`src/write_engine_pkg.sv`:
```
////////////////////
// write engine shared definitions
// widths, job/line/command structs, state and opcode enums,
// and the default values of the top level parameters
////////////////////

package write_engine_pkg;

	////////////////////
	// widths
	////////////////////

	localparam int ADDR_W     = 64;
	localparam int DATA_W     = 512;
	localparam int SIZE_W     = 32;
	localparam int OFFSET_W   = 32;
	localparam int ELEM_BYTES = 4;
	localparam int ID_W       = 4;
	localparam int CMD_SIZE_W = 12;

	// parameter defaults, overridden from the top level
	localparam int FIFO_DEPTH_DEF         = 16;
	localparam int FIFO_HEADROOM_DEF      = 4;
	localparam int MAX_ROUND_REQUESTS_DEF = 8;
	localparam int ENGINE_ID_DEF          = 3;

	////////////////////
	// enums
	////////////////////

	typedef enum logic {
		write_na = 1'b0,
		write_ms = 1'b1
	} write_opcode_e;

	typedef enum logic [2:0] {
		stream_reset   = 3'd0,
		stream_idle    = 3'd1,
		stream_set     = 3'd2,
		stream_start   = 3'd3,
		stream_req     = 3'd4,
		stream_pending = 3'd5,
		stream_done    = 3'd6
	} stream_state_e;

	////////////////////
	// structs
	////////////////////

	// job descriptor, total_size counts elements
	typedef struct packed {
		logic [ADDR_W-1:0] base_addr;
		logic [SIZE_W-1:0] total_size;
		write_opcode_e     opcode;
	} job_t;

	// one data line plus its place in the array
	typedef struct packed {
		logic [OFFSET_W-1:0] offset;
		logic [SIZE_W-1:0]   real_size;
		logic [DATA_W-1:0]   data;
	} data_line_t;

	typedef struct packed {
		logic [ADDR_W-1:0]     address;
		logic [CMD_SIZE_W-1:0] byte_size;
		logic [SIZE_W-1:0]     real_size;
		logic [ID_W-1:0]       engine_id;
		write_opcode_e         opcode;
	} write_cmd_t;

	typedef struct packed {
		logic [SIZE_W-1:0] real_size;
	} write_resp_t;

	typedef struct packed {
		logic full;
		logic alfull;
		logic empty;
	} fifo_status_t;

endpackage
```
`src/request_counter.sv`:
```
////////////////////
// request counter
// sent and acknowledged commands per round, round budget,
// and the running count of written elements
////////////////////

`timescale 1ns/1ps

module request_counter #(
	parameter int MAX_ROUND_REQUESTS = write_engine_pkg::MAX_ROUND_REQUESTS_DEF
) (
	input  logic                              clock,
	input  logic                              rstn,
	input  logic                              issue,
	input  logic                              round_clear,
	input  logic                              resp_valid,
	input  write_engine_pkg::write_resp_t     resp,
	output logic                              budget_full,
	output logic                              round_settled,
	output logic [write_engine_pkg::SIZE_W-1:0] done_count
);

	localparam int CNT_W = $clog2(MAX_ROUND_REQUESTS + 1);

	logic                          resp_q_valid;
	write_engine_pkg::write_resp_t resp_q;
	logic [CNT_W-1:0]              sent_count;
	logic [CNT_W-1:0]              resp_count;
	logic [CNT_W-1:0]              sent_next;
	logic [CNT_W-1:0]              resp_next;

	// response input stage
	always_ff @(posedge clock or negedge rstn) begin
		if (!rstn)
			resp_q_valid <= 1'b0;
		else
			resp_q_valid <= resp_valid;
	end

	always_ff @(posedge clock) begin
		resp_q <= resp;
	end

	always_comb begin
		sent_next = sent_count + CNT_W'(issue);
		resp_next = resp_count + CNT_W'(resp_q_valid);
		if (round_clear) begin
			sent_next = '0;
			resp_next = '0;
		end
	end

	// full already in the cycle of the last allowed issue
	assign budget_full = (sent_count >= CNT_W'(MAX_ROUND_REQUESTS)) ||
	                     (issue && (sent_count == CNT_W'(MAX_ROUND_REQUESTS - 1)));

	always_ff @(posedge clock or negedge rstn) begin
		if (!rstn) begin
			sent_count    <= '0;
			resp_count    <= '0;
			round_settled <= 1'b0;
			done_count    <= '0;
		end else begin
			sent_count    <= sent_next;
			resp_count    <= resp_next;
			// compare the new counts, not the old ones
			round_settled <= (sent_next == resp_next) && !round_clear;
			if (resp_q_valid)
				done_count <= done_count + resp_q.real_size;
		end
	end

endmodule

```
`config.mk`:
```
export PLATFORM = sky130hd
export DESIGN_NAME = request_counter
export DESIGN_NICKNAME = d
export VERILOG_FILES = /design/src/write_engine_pkg.sv /design/src/request_counter.sv
export SDC_FILE = /design/constraint.sdc
export NUM_CORES = 1
export LEC_CHECK = 0
export ABC_AREA = 1
export BUFFER_PORTS_ARGS = -buffer_cell sky130_fd_sc_hd__buf_2
export CAP_MARGIN = 20
export CELL_PAD_IN_SITES_DETAIL_PLACEMENT = 1
export CELL_PAD_IN_SITES_GLOBAL_PLACEMENT = 1
export CORE_MARGIN = 8
export CORE_UTILIZATION = 44
export DETAILED_ROUTE_END_ITERATION = 12
export GPL_TIMING_DRIVEN = 0
export PLACE_DENSITY = 0.95
export SLEW_MARGIN = 20
export SYNTH_ARGS = -nofsm -noshare
export SYNTH_HDL_FRONTEND = slang
export SYNTH_SLANG_ARGS = --single-unit
export TNS_END_PERCENT = 20
```
`constraint.sdc`:
```
create_clock -name clock -period 3.1 [get_ports clock]
set_input_delay 0 -clock clock [delete_from_list [all_inputs] [get_ports clock]]
set_output_delay 0 -clock clock [all_outputs]
set_load 0.03 [all_outputs]
```
==> results.yml <==
outcome:
  status: "complete, no violations"
power:
  sw_frac_of_total_pct: 52.0
  ir_worst_vdd_v: 0.000558
  p_int_mw: 2.69
  power.switching_mw: 2.92
  power_frac_seq_pct: 25.1
  pwr-share-clk_pct: 13.5
  cellPowerDensity_mw_per_mm2: 988
  combPwrFrac_pct: 61.4
  power_leakage_nw: 3.27
global_routing:
  first_global_vias: 5223
  busiest_layer: "met2"
  antenna_found_initial: 0
  grt_overflow: 0
  gr-usage-met3_pct: 5.00
  grtUsageMet1_pct: 23.1
  grt_pass1_wl_mm: 25.3
  use_met2_pct: 43.1
  grt_max_degree: 43
  grt.total_usage_pct: 22.6
floorplanning:
  die_y_um: 119
  pin_count: 71
  initial_core_util_pct: 45.0
  rows: 37
  die-area_sq_mm: 0.0140
  dieWidth_um: 119
  core_sq_mm: 0.0103
setup_path:
  cpMaxStageDelayCell: "fa_1"
  worstSetupStartpointType: "register"
  crit_path_max_fanout: 5
  crit_path_end_kind: "register"
  timing.critical_path.buf_inv: 0
  crit_path_cell_trace: "ha_1 -> fa_1 -> nand3_1 -> nand3_1 -> nand3_1 -> nand3_2 -> nand3_1 -> nand2_1 -> nand2_1 -> nand3_1 -> nand2_1"
  crit_top_cell: "nand3_1"
  slowest_delay_ns: 0.48
  critPathKind: "register to register"
  cp.arrival_ns: 2.56
  cp.required_ns: 3.41
  path_delay_family: "simple AND/OR/NAND/NOR gates"
clocking:
  cts_post_setup_buffers_inserted: 0
  clkSinkCount: 74
  cts_tree: "built"
  cts_buffer_depth: 2
  htreeDepth: 3
  cts_root_buffer: "clkbuf_8"
  clk_latency_ns: 0.38
  path_clk_slew_ns: 0.08
  cts_buffers: 9
yosys:
  synthXorXnorAreaFrac_pct: 3.03
  syn_inst: 691
  synth_area_per_cell_sq_um: 6.69
  synth-async-reset-ratio_pct: 56.8
  synth.distinct_cells: 31
  synth-simple-area-share_pct: 35.1
  yosys.area.top_type_share_pct: 22.7
  ys_top_cells_by_area: "dfrtp_1 23%, nand2_1 22%, dfxtp_1 14%"
  muxShareOfSynthArea_pct: 0
  synth-edff-count: 0
  ys_seq_area_share_pct: 36.6
  yosysTopAreaCell: "dfrtp_1"
  ys_ff_latch: 74
  synth_top_family_by_area: "simple AND/OR/NAND/NOR gates"
  synthesis.area_sq_mm: 0.00463
  yosysWarnings: 0
  ys.flop_type: "dfrtp_1"
  synth_compound_area_share_pct: 5.22
  syn_nets: 764
  synth_adder_area_share_pct: 9.90
timing:
  timing.final.hold_violations: 0
  slew_violations: 0
  fmax_mhz: 444
  fin_ws_ns: 0.849
  fin_skew_ns: 0.0172
  tightest_slew_ns: 0.737
  tns_ns: 0
  rsz0062_at_grt: "false"
  holdWs_ns: 0.0434
  post-route-period-util_pct: 72.6
  period_minus_slack_ns: 2.25
  relSlewSlack_pct: 50.8
  finalSetupViolations: 0
job:
  max_cap_viol_count: 0
finish:
  layout-area-overhead-vs-synth_pct: 22.9
  most-common-layout-cells: "276 x nand2_1, 118 x inv_1, 71 x buf_2"
  num-fill-cells: 1430
  layout-drive-gt1-share_pct: 12.1
  n_antenna_cell: 0
  final_common_cell: "nand2_1"
  final_net_count: 880
place:
  dpl_worst_slack_ns: 0.895
  hpwl_mm: 11.7
  place_congestion: 0.938
  port_buffers: 70
detailed_routing:
  drt-total-wl_mm: 15.3
  vias_per_cell: 4.95
  wl_per_cell_um: 16.2
  via_count: 4694
  drt-pass1-iter-count: 4
  ant_nets: 0
  drc_errors: 0
  drtIter0Drc: 183
worst_hold_path:
  hp-class: "input pin to register"
stage by stage:
| stage | area, sq um | util (%) | cells | power (mW) |
|---|---|---|---|---|
| finish | 5690 | 55.3 | 948 | 5.62 |
| global route | 5690 | 55.3 | 948 | 6.09 |
| CTS | 5680 | 55.3 | 948 | 5.64 |
| detailed placement | 5150 | 50.1 | 897 | 4.81 |
| global placement | 5150 | 50.1 | 897 | 4.66 |
| floorplan | 4630 | - | 691 | 3.83 |
area by class of cell:
cell class / count / area, sq um / share of cell area (%)
buffer: 6 / 25.0 / 0.440
clock buffer: 11 / 131 / 2.31
clock inverter: 5 / 56.3 / 0.990
inverter: 119 / 447 / 7.85
multi-input combinational: 492 / 2460 / 43.3
sequential: 74 / 1690 / 29.7
tap: 136 / 170 / 2.99
timing repair buffer: 105 / 703 / 12.4
worst paths after layout:
path,slack [ns],to,from,depth (start not counted)
max,0.85,done_count[20]$_DFFE_PN0P_,done_count[0]$_DFFE_PN0P_,11
min,0.04,sent_count[0]$_DFF_PN0_,issue,4
max reg2reg,0.85,done_count[20]$_DFFE_PN0P_,done_count[0]$_DFFE_PN0P_,11
min reg2reg,0.52,done_count[3]$_DFFE_PN0P_,done_count[3]$_DFFE_PN0P_,2
max in group asynchronous,2.51,done_count[12]$_DFFE_PN0P_,rstn,2
min in group asynchronous,0.18,done_count[1]$_DFFE_PN0P_,rstn,2
worst min-delay path, stage by stage:
cell and delay, ns:
buf_2 0.09, ha_1 0.13, nand2_1 0.10, inv_1 0.07
cells by family after synthesis:
| logic type | after synthesis |
|---|---|
| AND/OR/NAND/NOR | 395 |
| buffers and inverters | 125 |
| flip-flops | 74 |
| AO/OA/AOI/OAI | 45 |
| adder cells (fa/ha/maj) | 36 |
| XOR/XNOR | 16 |
layer usage:
layer / up-vias / part of all wire, %
met5: - / 0
met4: 0 / 2.8
met3: 32 / 3.7
met2: 80 / 52
met1: 2238 / 41
li1: 2344 / -
power by group through the flow:
stage / registers [mW] / clock network, mW / logic [mW]
finish: 1.41 / 0.756 / 3.45
global route: 1.44 / 0.809 / 3.84
CTS: 1.41 / 0.771 / 3.46
global placement: 1.40 / 0 / 3.26
floorplan: 1.80 / 0 / 2.03
detailed placement: 1.43 / 0 / 3.38
cell usage after synthesis (4+ instances only):
| cell type | count |
|---|---|
| ha_1 | 35 |
| a21oi_1 | 22 |
| nand2_2 | 5 |
| nand2_1 | 276 |
| o21ai_0 | 10 |
| dfrtp_1 | 42 |
| o21ai_1 | 6 |
| nand3_1 | 49 |
| dfxtp_1 | 32 |
| nand4_1 | 4 |
| xnor2_1 | 14 |
| nor2_1 | 46 |
| inv_1 | 118 |
| clkbuf_1 | 4 |
what timing repair did:
action | CTS | global route
endpoints found under the hold margin | 79 | 0
hold buffers | 35 | 0
resized for setup | 0 | 0
state kept, by name, indices dropped and copies added, names as in the netlist:
signal	count
round_settled	1
resp_q_valid	1
sent_count	4
resp_q	32
done_count	32
resp_count	4
Power figures use the tool's default switching activity.
