==> config.mk <==
export PLATFORM = sky130hd
export DESIGN_NAME = write_command_builder
export DESIGN_NICKNAME = d
export VERILOG_FILES = /design/src/write_engine_pkg.sv /design/src/write_command_builder.sv
export SDC_FILE = /design/constraint.sdc
export NUM_CORES = 1
export LEC_CHECK = 0
export ABC_AREA = 1
export ABC_CLOCK_PERIOD_IN_PS = 30200
export BUFFER_PORTS_ARGS = -buffer_cell sky130_fd_sc_hd__buf_4
export CELL_PAD_IN_SITES_DETAIL_PLACEMENT = 1
export CELL_PAD_IN_SITES_GLOBAL_PLACEMENT = 2
export CORE_AREA = 10 10 523 525
export DETAILED_ROUTE_END_ITERATION = 12
export DIE_AREA = 0 0 533 535
export PLACE_DENSITY_LB_ADDON = 0.1
export SETUP_SLACK_MARGIN = 0.3
export SLEW_MARGIN = 20
export SYNTH_ARGS = -nofsm -noshare
export SYNTH_HDL_FRONTEND = slang
export SYNTH_SLANG_ARGS = --single-unit
==> constraint.sdc <==
create_clock -name clock -period 30.2 [get_ports clock]
set_input_delay 3.02 -clock clock [delete_from_list [all_inputs] [get_ports clock]]
set_output_delay 3.02 -clock clock [all_outputs]
set_load 0.01 [all_outputs]
==> src/write_engine_pkg.sv <==
////////////////////
// write engine shared definitions
// widths, job/line/command structs, state and opcode enums,
// and the default values of the top level parameters
////////////////////

package write_engine_pkg;

	////////////////////
	// widths
	////////////////////

	localparam int ADDR_W     = 64;
	localparam int DATA_W     = 512;
	localparam int SIZE_W     = 32;
	localparam int OFFSET_W   = 32;
	localparam int ELEM_BYTES = 4;
	localparam int ID_W       = 4;
	localparam int CMD_SIZE_W = 12;

	// parameter defaults, overridden from the top level
	localparam int FIFO_DEPTH_DEF         = 16;
	localparam int FIFO_HEADROOM_DEF      = 4;
	localparam int MAX_ROUND_REQUESTS_DEF = 8;
	localparam int ENGINE_ID_DEF          = 3;

	////////////////////
	// enums
	////////////////////

	typedef enum logic {
		write_na = 1'b0,
		write_ms = 1'b1
	} write_opcode_e;

	typedef enum logic [2:0] {
		stream_reset   = 3'd0,
		stream_idle    = 3'd1,
		stream_set     = 3'd2,
		stream_start   = 3'd3,
		stream_req     = 3'd4,
		stream_pending = 3'd5,
		stream_done    = 3'd6
	} stream_state_e;

	////////////////////
	// structs
	////////////////////

	// job descriptor, total_size counts elements
	typedef struct packed {
		logic [ADDR_W-1:0] base_addr;
		logic [SIZE_W-1:0] total_size;
		write_opcode_e     opcode;
	} job_t;

	// one data line plus its place in the array
	typedef struct packed {
		logic [OFFSET_W-1:0] offset;
		logic [SIZE_W-1:0]   real_size;
		logic [DATA_W-1:0]   data;
	} data_line_t;

	typedef struct packed {
		logic [ADDR_W-1:0]     address;
		logic [CMD_SIZE_W-1:0] byte_size;
		logic [SIZE_W-1:0]     real_size;
		logic [ID_W-1:0]       engine_id;
		write_opcode_e         opcode;
	} write_cmd_t;

	typedef struct packed {
		logic [SIZE_W-1:0] real_size;
	} write_resp_t;

	typedef struct packed {
		logic full;
		logic alfull;
		logic empty;
	} fifo_status_t;

endpackage
==> src/write_command_builder.sv <==
////////////////////
// write command builder
// holds the job, pops data lines and registers one write
// command with its data line per popped line
////////////////////

`timescale 1ns/1ps

module write_command_builder #(
	parameter int ENGINE_ID = write_engine_pkg::ENGINE_ID_DEF
) (
	input  logic                           clock,
	input  logic                           rstn,
	input  logic                           job_load,
	input  write_engine_pkg::job_t         job,
	input  logic                           send_enable,
	input  write_engine_pkg::data_line_t   head_line,
	input  write_engine_pkg::fifo_status_t fifo_status,
	input  logic                           cmd_alfull,
	output logic                           pop,
	output logic                           issue,
	output logic                           remaining_zero,
	output logic                           cmd_valid,
	output write_engine_pkg::write_cmd_t   cmd,
	output logic                           wdata_valid,
	output write_engine_pkg::data_line_t   wdata
);

	write_engine_pkg::job_t                job_q;
	logic [write_engine_pkg::SIZE_W-1:0]   remaining;

	////////////////////
	// issue decision
	////////////////////

	// hold lines in the FIFO while the command buffer is nearly full
	assign issue = send_enable && !fifo_status.empty && !cmd_alfull;
	assign pop   = issue;

	// looks ahead at the line going out this cycle
	assign remaining_zero = issue ? (remaining <= head_line.real_size)
	                              : (remaining == '0);

	////////////////////
	// job hold
	////////////////////

	always_ff @(posedge clock) begin
		if (job_load)
			job_q <= job;
	end

	always_ff @(posedge clock or negedge rstn) begin
		if (!rstn)
			remaining <= '0;
		else if (job_load)
			remaining <= job.total_size;
		else if (issue)
			remaining <= remaining - head_line.real_size;
	end

	////////////////////
	// command and data outputs
	////////////////////

	always_ff @(posedge clock or negedge rstn) begin
		if (!rstn) begin
			cmd_valid   <= 1'b0;
			wdata_valid <= 1'b0;
		end else begin
			cmd_valid   <= issue;
			wdata_valid <= issue;
		end
	end

	always_ff @(posedge clock) begin
		if (issue) begin
			cmd.address   <= job_q.base_addr +
			                 write_engine_pkg::ADDR_W'(head_line.offset);
			cmd.byte_size <= write_engine_pkg::CMD_SIZE_W'(head_line.real_size *
			                 write_engine_pkg::ELEM_BYTES);
			cmd.real_size <= head_line.real_size;
			cmd.engine_id <= write_engine_pkg::ID_W'(ENGINE_ID);
			cmd.opcode    <= job_q.opcode;
			wdata         <= head_line;
		end
	end

endmodule

==> results of run 1 <==
[cells by family after synthesis]
kind of cell / count (synthesis) / share of synthesized area
buf+inv: 434 / 0.0611
flops: 739 / 0.740
compound gates: 93 / 0.0180
simple gates: 1001 / 0.141
other cells: 2 / 0.000252
xor+xnor: 40 / 0.0118
fa+ha+maj: 66 / 0.0282
[cell type report]
cell class / instances / share of cell area
Antenna cell: 14 / 0.000734
Clock buffer: 132 / 0.0581
Clock inverter: 66 / 0.0146
Inverter: 375 / 0.0295
Multi-Input combinational cell: 1206 / 0.125
Sequential cell: 739 / 0.462
Tap cell: 3533 / 0.0927
Timing Repair Buffer: 1382 / 0.218
[cell usage after synthesis, types with 2 or more instances]
library cell               instances  share of area
sky130_fd_sc_hd__nor2_2            6         0.0013
sky130_fd_sc_hd__xnor2_1           8         0.0024
sky130_fd_sc_hd__ha_1             64          0.027
sky130_fd_sc_hd__nor2_4            2        0.00076
sky130_fd_sc_hd__nor3_2            5         0.0017
sky130_fd_sc_hd__buf_2             3        0.00050
sky130_fd_sc_hd__o221ai_1          4         0.0012
sky130_fd_sc_hd__nand2_1         677          0.085
sky130_fd_sc_hd__nor3_1           22         0.0037
sky130_fd_sc_hd__nand4_1          20         0.0042
sky130_fd_sc_hd__a22o_1            3        0.00088
sky130_fd_sc_hd__fa_1              2         0.0013
sky130_fd_sc_hd__nand3_1         108          0.018
sky130_fd_sc_hd__nor4_1            6         0.0013
sky130_fd_sc_hd__dfrtp_1          33          0.028
sky130_fd_sc_hd__o21ai_0          24         0.0040
sky130_fd_sc_hd__buf_4            50          0.013
sky130_fd_sc_hd__and2_1            2        0.00042
sky130_fd_sc_hd__edfxtp_1        706           0.71
sky130_fd_sc_hd__nand2_2          14         0.0029
sky130_fd_sc_hd__inv_1           372          0.047
sky130_fd_sc_hd__nor2_1          120          0.015
sky130_fd_sc_hd__clkbuf_1          6        0.00076
sky130_fd_sc_hd__xor2_1           32         0.0094
sky130_fd_sc_hd__nand3b_1          9         0.0023
sky130_fd_sc_hd__conb_1            2        0.00025
sky130_fd_sc_hd__inv_2             3        0.00038
sky130_fd_sc_hd__a21oi_1          43         0.0072
sky130_fd_sc_hd__o21bai_1          9         0.0023
sky130_fd_sc_hd__o211ai_1          8         0.0020
sky130_fd_sc_hd__nand3_2           4         0.0013
[through the flow]
stage                     hold slack [ns]  utilization
final                               0.438        0.181
after global routing                0.448        0.181
after CTS                           0.449        0.181
after detailed placement            0.417        0.168
after global placement              0.410        0.168
after floorplan                     0.400            -
[layer usage]
layer | up-vias | global-route usage | wire, um
met5 | - | 0 | 384
li1 | 10800 | - | -
met2 | 1013 | 0.299 | 125000
met4 | 56 | 0.0232 | 3770
met1 | 11800 | 0.175 | 90300
met3 | 352 | 0.0722 | 23100
[report_power, final]
group | total (mW) | switching, mW | internal (mW)
clock network | 1.28 | 0.547 | 0.731
logic | 0.414 | 0.254 | 0.159
registers | 1.22 | 0.0331 | 1.19
[layout by cell type, fill, tap and decap left out, types with 4 or more instances in the layout]
cell type                    synthesis  final
sky130_fd_sc_hd__a21oi_1            43     43
sky130_fd_sc_hd__buf_4              50   1380
sky130_fd_sc_hd__bufinv_16           0      9
sky130_fd_sc_hd__clkbuf_1            6     25
sky130_fd_sc_hd__clkbuf_16           0    107
sky130_fd_sc_hd__clkinv_1            0     22
sky130_fd_sc_hd__clkinv_16           0      5
sky130_fd_sc_hd__clkinv_2            0     19
sky130_fd_sc_hd__clkinvlp_4          0      5
sky130_fd_sc_hd__conb_1              2      6
sky130_fd_sc_hd__dfrtp_1            33     33
sky130_fd_sc_hd__diode_2             0     14
sky130_fd_sc_hd__edfxtp_1          706    706
sky130_fd_sc_hd__ha_1               64     64
sky130_fd_sc_hd__inv_1             372    372
sky130_fd_sc_hd__nand2_1           677    677
sky130_fd_sc_hd__nand2_2            14     14
sky130_fd_sc_hd__nand3_1           108    108
sky130_fd_sc_hd__nand3_2             4      4
sky130_fd_sc_hd__nand3b_1            9      9
sky130_fd_sc_hd__nand4_1            20     20
sky130_fd_sc_hd__nor2_1            120    120
sky130_fd_sc_hd__nor2_2              6      6
sky130_fd_sc_hd__nor3_1             22     22
sky130_fd_sc_hd__nor3_2              5      4
sky130_fd_sc_hd__nor4_1              6      6
sky130_fd_sc_hd__o211ai_1            8      8
sky130_fd_sc_hd__o21ai_0            24     24
sky130_fd_sc_hd__o21bai_1            9      9
sky130_fd_sc_hd__o221ai_1            4      4
sky130_fd_sc_hd__xnor2_1             8      8
sky130_fd_sc_hd__xor2_1             32     32
[worst max path at each step]
stage | startpoint | to | slack [ns] | depth (start not counted)
floorplan | send_enable | pop | 8.04 | 3
global placement | head_line[512] | remaining_zero | 21.85 | 16
detailed placement | head_line[512] | remaining_zero | 21.88 | 16
CTS | head_line[512] | remaining_zero | 21.87 | 16
global route | head_line[512] | remaining_zero | 21.68 | 16
finish | head_line[512] | remaining_zero | 21.99 | 16
[flip-flops by register name, summed over array words and instances, names as in the netlist]
signal	cells
wdata	544
job_q	65
remaining	32
cmd	97
wdata_valid	1
==> flow_results.xml, run 1 <==
<?xml version="1.0" encoding="UTF-8"?>
<metrics>
  <group name="worst_setup_path">
    <metric name="worst-setup-path-type" unit="">input pin to output pin</metric>
    <metric name="cp.required" unit="ns">27.18</metric>
    <metric name="endpoint_kind" unit="">output pin</metric>
    <metric name="reg2reg_slack" unit="ns">27.39</metric>
    <metric name="crit_family" unit="">simple AND/OR/NAND/NOR gates</metric>
    <metric name="reg2regPathDepth" unit="">12</metric>
    <metric name="worstPathCellList" unit="">buf_4 &gt; ha_1 &gt; fa_1 &gt; inv_1 &gt; nand3_1 &gt; nand3_1 &gt; nand2_1 &gt; nand2_1 &gt; nand2_1 &gt; nand2_1 &gt; nand2_1 &gt; nand2_1 &gt; nand2_1 &gt; nand2_1 &gt; nand2_1 &gt; buf_4</metric>
    <metric name="critical_path_peak_fanout" unit="">3</metric>
    <metric name="r2r_start" unit="">job_q[33]</metric>
    <metric name="critical_path.startpoint_type" unit="">input pin</metric>
    <metric name="critPathBufInv" unit="">3</metric>
    <metric name="r2r_end" unit="">cmd[109]</metric>
    <metric name="critical_path.most_common_cell" unit="">sky130_fd_sc_hd__nand2_1</metric>
    <metric name="critical-path-max-stage-delay" unit="ns">0.45</metric>
    <metric name="cpMaxStageDelayCell" unit="">sky130_fd_sc_hd__fa_1</metric>
    <metric name="cp_data_arrival_time" unit="ns">5.19</metric>
  </group>
  <group name="grt">
    <metric name="first_pass_grt_wire_length" unit="um">301000</metric>
    <metric name="grt_max_degree" unit="">135</metric>
    <metric name="first_global_vias" unit="">25300</metric>
    <metric name="antenna_found_initial" unit="">144</metric>
    <metric name="track_usage" unit="">0.163</metric>
    <metric name="grt_overflow_total" unit="">0</metric>
  </group>
  <group name="synth">
    <metric name="syn_area_per_cell" unit="um2">12.5</metric>
    <metric name="number_of_enable_type_register_cells_in_the_synthesized_netlist" unit="">706</metric>
    <metric name="synth.ff_latch_count" unit="">739</metric>
    <metric name="async_set_or_reset_flop_fraction_in_the_synthesized_netlist" unit="">0.0447</metric>
    <metric name="netlist_area_before_placement" unit="mm2">0.0298</metric>
    <metric name="yosys_most_used_dff" unit="">sky130_fd_sc_hd__edfxtp_1</metric>
    <metric name="yosysWarningCount" unit="">0</metric>
    <metric name="synthCells" unit="">2375</metric>
    <metric name="ys_seq_area_frac" unit="">0.740</metric>
    <metric name="synth.distinct_cells" unit="">39</metric>
  </group>
  <group name="floorplan">
    <metric name="core_region_area" unit="mm2">0.263</metric>
    <metric name="io_pins" unit="">1375</metric>
    <metric name="die_ar" unit="mm2">0.285</metric>
    <metric name="placement_rows" unit="">189</metric>
    <metric name="chipWidth" unit="um">533</metric>
    <metric name="initial_core_util" unit="">0.113</metric>
    <metric name="floorplan.die.height" unit="um">535</metric>
  </group>
  <group name="final_layout">
    <metric name="drive_gt1_frac" unit="">0.403</metric>
    <metric name="postLayoutCellArea" unit="mm2">0.0477</metric>
    <metric name="area_taken_by_flip_flops_and_latches" unit="mm2">0.0220</metric>
    <metric name="multi_input_area" unit="mm2">0.00595</metric>
    <metric name="stdcell_count" unit="">7447</metric>
    <metric name="filler_cell_count" unit="">30200</metric>
    <metric name="fin_nets" unit="">4557</metric>
    <metric name="area_delta_synth_final" unit="%">60.2</metric>
  </group>
  <group name="placed_design">
    <metric name="pre_cts_slack" unit="ns">21.88</metric>
    <metric name="placed_cell_area" unit="mm2">0.0442</metric>
    <metric name="numPlacedInstances" unit="">7235</metric>
    <metric name="gp_routability_congestion" unit="">0.806</metric>
    <metric name="portBuffers" unit="">1366</metric>
    <metric name="detailedPlacementHpwl" unit="um">211000</metric>
  </group>
  <group name="sta">
    <metric name="final-setup-viol-count" unit="">0</metric>
    <metric name="period_minus_slack" unit="ns">8.21</metric>
    <metric name="final.period_utilization" unit="">0.272</metric>
    <metric name="worst_slack" unit="ns">21.99</metric>
    <metric name="grt_setup_unrepaired" unit="">no</metric>
    <metric name="slew_headroom" unit="">0.312</metric>
    <metric name="final_max_slew_viol_count" unit="">0</metric>
    <metric name="tightest_slew" unit="ns">1.02</metric>
    <metric name="finalClockSkew" unit="ns">0.0767</metric>
    <metric name="hold_viol" unit="">0</metric>
    <metric name="fmax" unit="MHz">122</metric>
    <metric name="timing.setup.tns" unit="ns">0</metric>
  </group>
  <group name="pwr">
    <metric name="power-per-cell-area" unit="mW/mm2">61.1</metric>
    <metric name="power.static_leakage" unit="nW">20.2</metric>
    <metric name="worst_ir_drop_vdd" unit="mV">0.0496</metric>
    <metric name="design_power_total" unit="mW">2.91</metric>
  </group>
  <group name="route">
    <metric name="final_antenna_net_count" unit="">0</metric>
    <metric name="drtPass1Iterations" unit="">5</metric>
    <metric name="via_count" unit="">24000</metric>
    <metric name="drt_wl_total" unit="um">243000</metric>
    <metric name="wl_per_cell" unit="um">32.6</metric>
    <metric name="drc" unit="">0</metric>
    <metric name="vias_per_cell" unit="">3.22</metric>
    <metric name="number_of_design_rule_violations_left_by_the_first_detailed_router_iteration" unit="">1203</metric>
  </group>
  <group name="flow_run">
    <metric name="maxCapViolCount" unit="">0</metric>
  </group>
  <group name="min_path">
    <metric name="min_from" unit="">job_q[0]</metric>
    <metric name="hold_path_depth" unit="">0</metric>
    <metric name="min_to" unit="">cmd[0]</metric>
    <metric name="hold_path.class" unit="">flop to flop</metric>
  </group>
  <group name="clocking">
    <metric name="cts-htree-levels" unit="">3</metric>
    <metric name="post_cts_buffers" unit="">0</metric>
    <metric name="cts.clk_slew.worst_paths" unit="ns">0.06</metric>
    <metric name="cts_tree" unit="">built</metric>
    <metric name="max-clock-path-buffers" unit="">3</metric>
    <metric name="number_of_buffers_created_by_cts" unit="">106</metric>
    <metric name="cts_root_buffer" unit="">sky130_fd_sc_hd__clkbuf_16</metric>
    <metric name="clock-sinks" unit="">739</metric>
    <metric name="holdBufCountCts" unit="">0</metric>
    <metric name="clock_insertion_delay_worst_skew" unit="ns">0.77</metric>
    <metric name="cts_resized" unit="">0</metric>
  </group>
  <group name="outcome">
    <metric name="result_of_the_run" unit="">finished clean</metric>
  </group>
</metrics>
Power figures use the tool's default switching activity.
==> run 2, diff against run 1 <==
ABC_CLOCK_PERIOD_IN_PS = 6600   (was 30200)
clock period = 6.6 ns   (was 30.2 ns; I/O delays follow)
==> run 2 against run 1 <==
Effect of this change: sequential power rose to 4.6 times the previous value; highest routed layer unchanged; design area increased by 12%; critical path depth unchanged; count of clock-buffer cells in the layout rose by 2; worst hold slack lost 0.33 ns; die area stayed put; global-route usage is 1.8 points lower.
==> flow_results.xml, run 2 (same netlist as run 1, synthesis figures left out) <==
<?xml version="1.0" encoding="UTF-8"?>
<metrics>
  <group name="sta">
    <metric name="slew_headroom" unit="">0.280</metric>
    <metric name="tightest_slew" unit="ns">1.08</metric>
    <metric name="worst_slack" unit="ns">2.53</metric>
    <metric name="fmax" unit="MHz">245</metric>
    <metric name="whs" unit="ns">0.111</metric>
    <metric name="final_max_slew_viol_count" unit="">0</metric>
    <metric name="hold_viol" unit="">0</metric>
    <metric name="final-setup-viol-count" unit="">0</metric>
    <metric name="finalClockSkew" unit="ns">0.0270</metric>
    <metric name="final.period_utilization" unit="">0.617</metric>
    <metric name="period_minus_slack" unit="ns">4.07</metric>
    <metric name="timing.setup.tns" unit="ns">0</metric>
    <metric name="grt_setup_unrepaired" unit="">no</metric>
  </group>
  <group name="worst_setup_path">
    <metric name="cp.required" unit="ns">5.94</metric>
    <metric name="reg2regPathDepth" unit="">12</metric>
    <metric name="endpoint_kind" unit="">output pin</metric>
    <metric name="critical_path.most_common_cell" unit="">sky130_fd_sc_hd__nand2_1</metric>
    <metric name="worst_setup_path_startpoint" unit="">head_line[518]</metric>
    <metric name="r2r_start" unit="">job_q[33]</metric>
    <metric name="worst-setup-path-type" unit="">input pin to output pin</metric>
    <metric name="critical_path.startpoint_type" unit="">input pin</metric>
    <metric name="cpMaxStageDelayCell" unit="">sky130_fd_sc_hd__dlygate4sd3_1</metric>
    <metric name="worstPathCellList" unit="">dlygate4sd3_1 &gt; buf_4 &gt; inv_1 &gt; ha_1 &gt; nand2_1 &gt; nor2_1 &gt; nand2_1 &gt; nand2_1 &gt; nand2_1 &gt; nand2_1 &gt; nand2_1 &gt; nand2_1 &gt; nand2_1 &gt; nand2_1 &gt; nand2_1 &gt; buf_4</metric>
    <metric name="critical-path-max-stage-delay" unit="ns">0.67</metric>
    <metric name="critPathBufInv" unit="">4</metric>
    <metric name="cp_data_arrival_time" unit="ns">3.41</metric>
    <metric name="crit_family" unit="">simple AND/OR/NAND/NOR gates</metric>
    <metric name="crit_end" unit="">remaining_zero</metric>
    <metric name="reg2reg_slack" unit="ns">3.82</metric>
    <metric name="critical_path_peak_fanout" unit="">5</metric>
    <metric name="worstSetupPathDepth" unit="">16</metric>
    <metric name="r2r_end" unit="">cmd[93]</metric>
  </group>
  <group name="floorplan">
    <metric name="die_ar" unit="mm2">0.285</metric>
    <metric name="io_pins" unit="">1375</metric>
    <metric name="initial_core_util" unit="">0.113</metric>
    <metric name="core_region_area" unit="mm2">0.263</metric>
    <metric name="placement_rows" unit="">189</metric>
    <metric name="chipWidth" unit="um">533</metric>
    <metric name="floorplan.die.height" unit="um">535</metric>
  </group>
  <group name="placed_design">
    <metric name="detailedPlacementHpwl" unit="um">182000</metric>
    <metric name="portBuffers" unit="">1366</metric>
    <metric name="gp_routability_congestion" unit="">0.789</metric>
    <metric name="pre_cts_slack" unit="ns">2.92</metric>
    <metric name="placed_cell_area" unit="mm2">0.0443</metric>
  </group>
  <group name="grt">
    <metric name="first_global_vias" unit="">27900</metric>
    <metric name="grt_max_degree" unit="">114</metric>
    <metric name="first_pass_grt_wire_length" unit="um">282000</metric>
    <metric name="grt_overflow_total" unit="">0</metric>
    <metric name="track_usage" unit="">0.145</metric>
    <metric name="antenna_found_initial" unit="">100</metric>
  </group>
  <group name="clocking">
    <metric name="cts_resized" unit="">0</metric>
    <metric name="cts-htree-levels" unit="">3</metric>
    <metric name="cts.clk_slew.worst_paths" unit="ns">0.06</metric>
    <metric name="clock_insertion_delay_worst_skew" unit="ns">0.76</metric>
    <metric name="cts_root_buffer" unit="">sky130_fd_sc_hd__clkbuf_16</metric>
    <metric name="clock-sinks" unit="">739</metric>
    <metric name="cts_tree" unit="">built</metric>
    <metric name="number_of_buffers_created_by_cts" unit="">105</metric>
    <metric name="max-clock-path-buffers" unit="">3</metric>
  </group>
  <group name="final_layout">
    <metric name="drive_gt1_frac" unit="">0.352</metric>
    <metric name="largest_register" unit="">wdata</metric>
    <metric name="fin_nets" unit="">5137</metric>
    <metric name="reg_top3" unit="">wdata: 544 flops, cmd: 97 flops, job_q: 65 flops</metric>
    <metric name="finish.utilization" unit="">0.204</metric>
    <metric name="max_ffs_per_register" unit="">544</metric>
    <metric name="postLayoutCellArea" unit="mm2">0.0536</metric>
    <metric name="mostFrequentLayoutCells" unit="">1,376 x sky130_fd_sc_hd__buf_4, 706 x sky130_fd_sc_hd__edfxtp_1, 677 x sky130_fd_sc_hd__nand2_1, 583 x sky130_fd_sc_hd__dlygate4sd3_1, 371 x sky130_fd_sc_hd__inv_1</metric>
    <metric name="most_frequent_standard_cell_in_the_layout_excluding_fill_and_tap_cells" unit="">sky130_fd_sc_hd__buf_4</metric>
    <metric name="area_delta_synth_final" unit="%">80.1</metric>
  </group>
  <group name="route">
    <metric name="wl_per_cell" unit="um">27.0</metric>
    <metric name="drtPass1Iterations" unit="">5</metric>
    <metric name="vias_per_cell" unit="">3.23</metric>
    <metric name="via_count" unit="">26000</metric>
    <metric name="drt_wl_total" unit="um">217000</metric>
    <metric name="number_of_design_rule_violations_left_by_the_first_detailed_router_iteration" unit="">1410</metric>
    <metric name="drc" unit="">0</metric>
    <metric name="final_antenna_net_count" unit="">0</metric>
  </group>
  <group name="min_path">
    <metric name="hold_path.class" unit="">input pin to flop</metric>
  </group>
  <group name="pwr">
    <metric name="power-per-cell-area" unit="mW/mm2">253</metric>
    <metric name="power.static_leakage" unit="nW">22.6</metric>
    <metric name="worst_ir_drop_vdd" unit="mV">0.244</metric>
  </group>
  <group name="flow_run">
    <metric name="maxCapViolCount" unit="">0</metric>
  </group>
  <group name="outcome">
    <metric name="result_of_the_run" unit="">finished clean</metric>
  </group>
</metrics>
run 2: how the worst min path moves through the flow:
stage | cells past startpoint | startpoint | end | slack, ns
6_report | 1 | head_line[519] | cmd[12] | 0.11
5_1_grt | 1 | head_line[519] | cmd[12] | 0.01
4_1_cts | 1 | head_line[540] | cmd[33] | 0.0001
3_5_place_dp | 0 | job_q[0] | cmd[0] | 0.41
3_3_place_gp | 0 | job_q[0] | cmd[0] | 0.40
2_1_floorplan | 0 | rstn | remaining[0] | 0.36
run 2: cell type report:
type | count | area [um2]
fill | 30100 | 210000
sequential | 739 | 22000
timing repair buffer | 1963 | 16200
multi-input combinational | 1206 | 6020
tap | 3533 | 4420
clock buffer | 134 | 2770
inverter | 375 | 1410
clock inverter | 55 | 624
antenna | 46 | 115
run 2: per-layer routing:
metal,GRT usage,part of all wire,vias up
met5,0,0.0013,-
met4,0.0321,0.024,44
met3,0.0390,0.060,242
met2,0.263,0.51,896
met1,0.171,0.40,12800
li1,-,-,12000
run 2: per-stage QoR:
stage	std cells	power [mW]
finish	8051	13.6
global route	8031	14.3
CTS	8005	14.0
detailed placement	7233	7.60
global placement	7233	7.61
floorplan	2379	6.41
run 2: report_power, final:
part           switching, mW  total, mW  internal (mW)
combinational           1.24       2.21          0.961
sequential             0.136       5.57           5.44
clock                   2.50       5.78           3.28
run 2: what timing repair did:
| item | in CTS | in global routing |
|---|---|---|
| setup buffers | 0 | 0 |
| hold buffers | 583 | 0 |
| hold endpoints to repair | 615 | 0 |
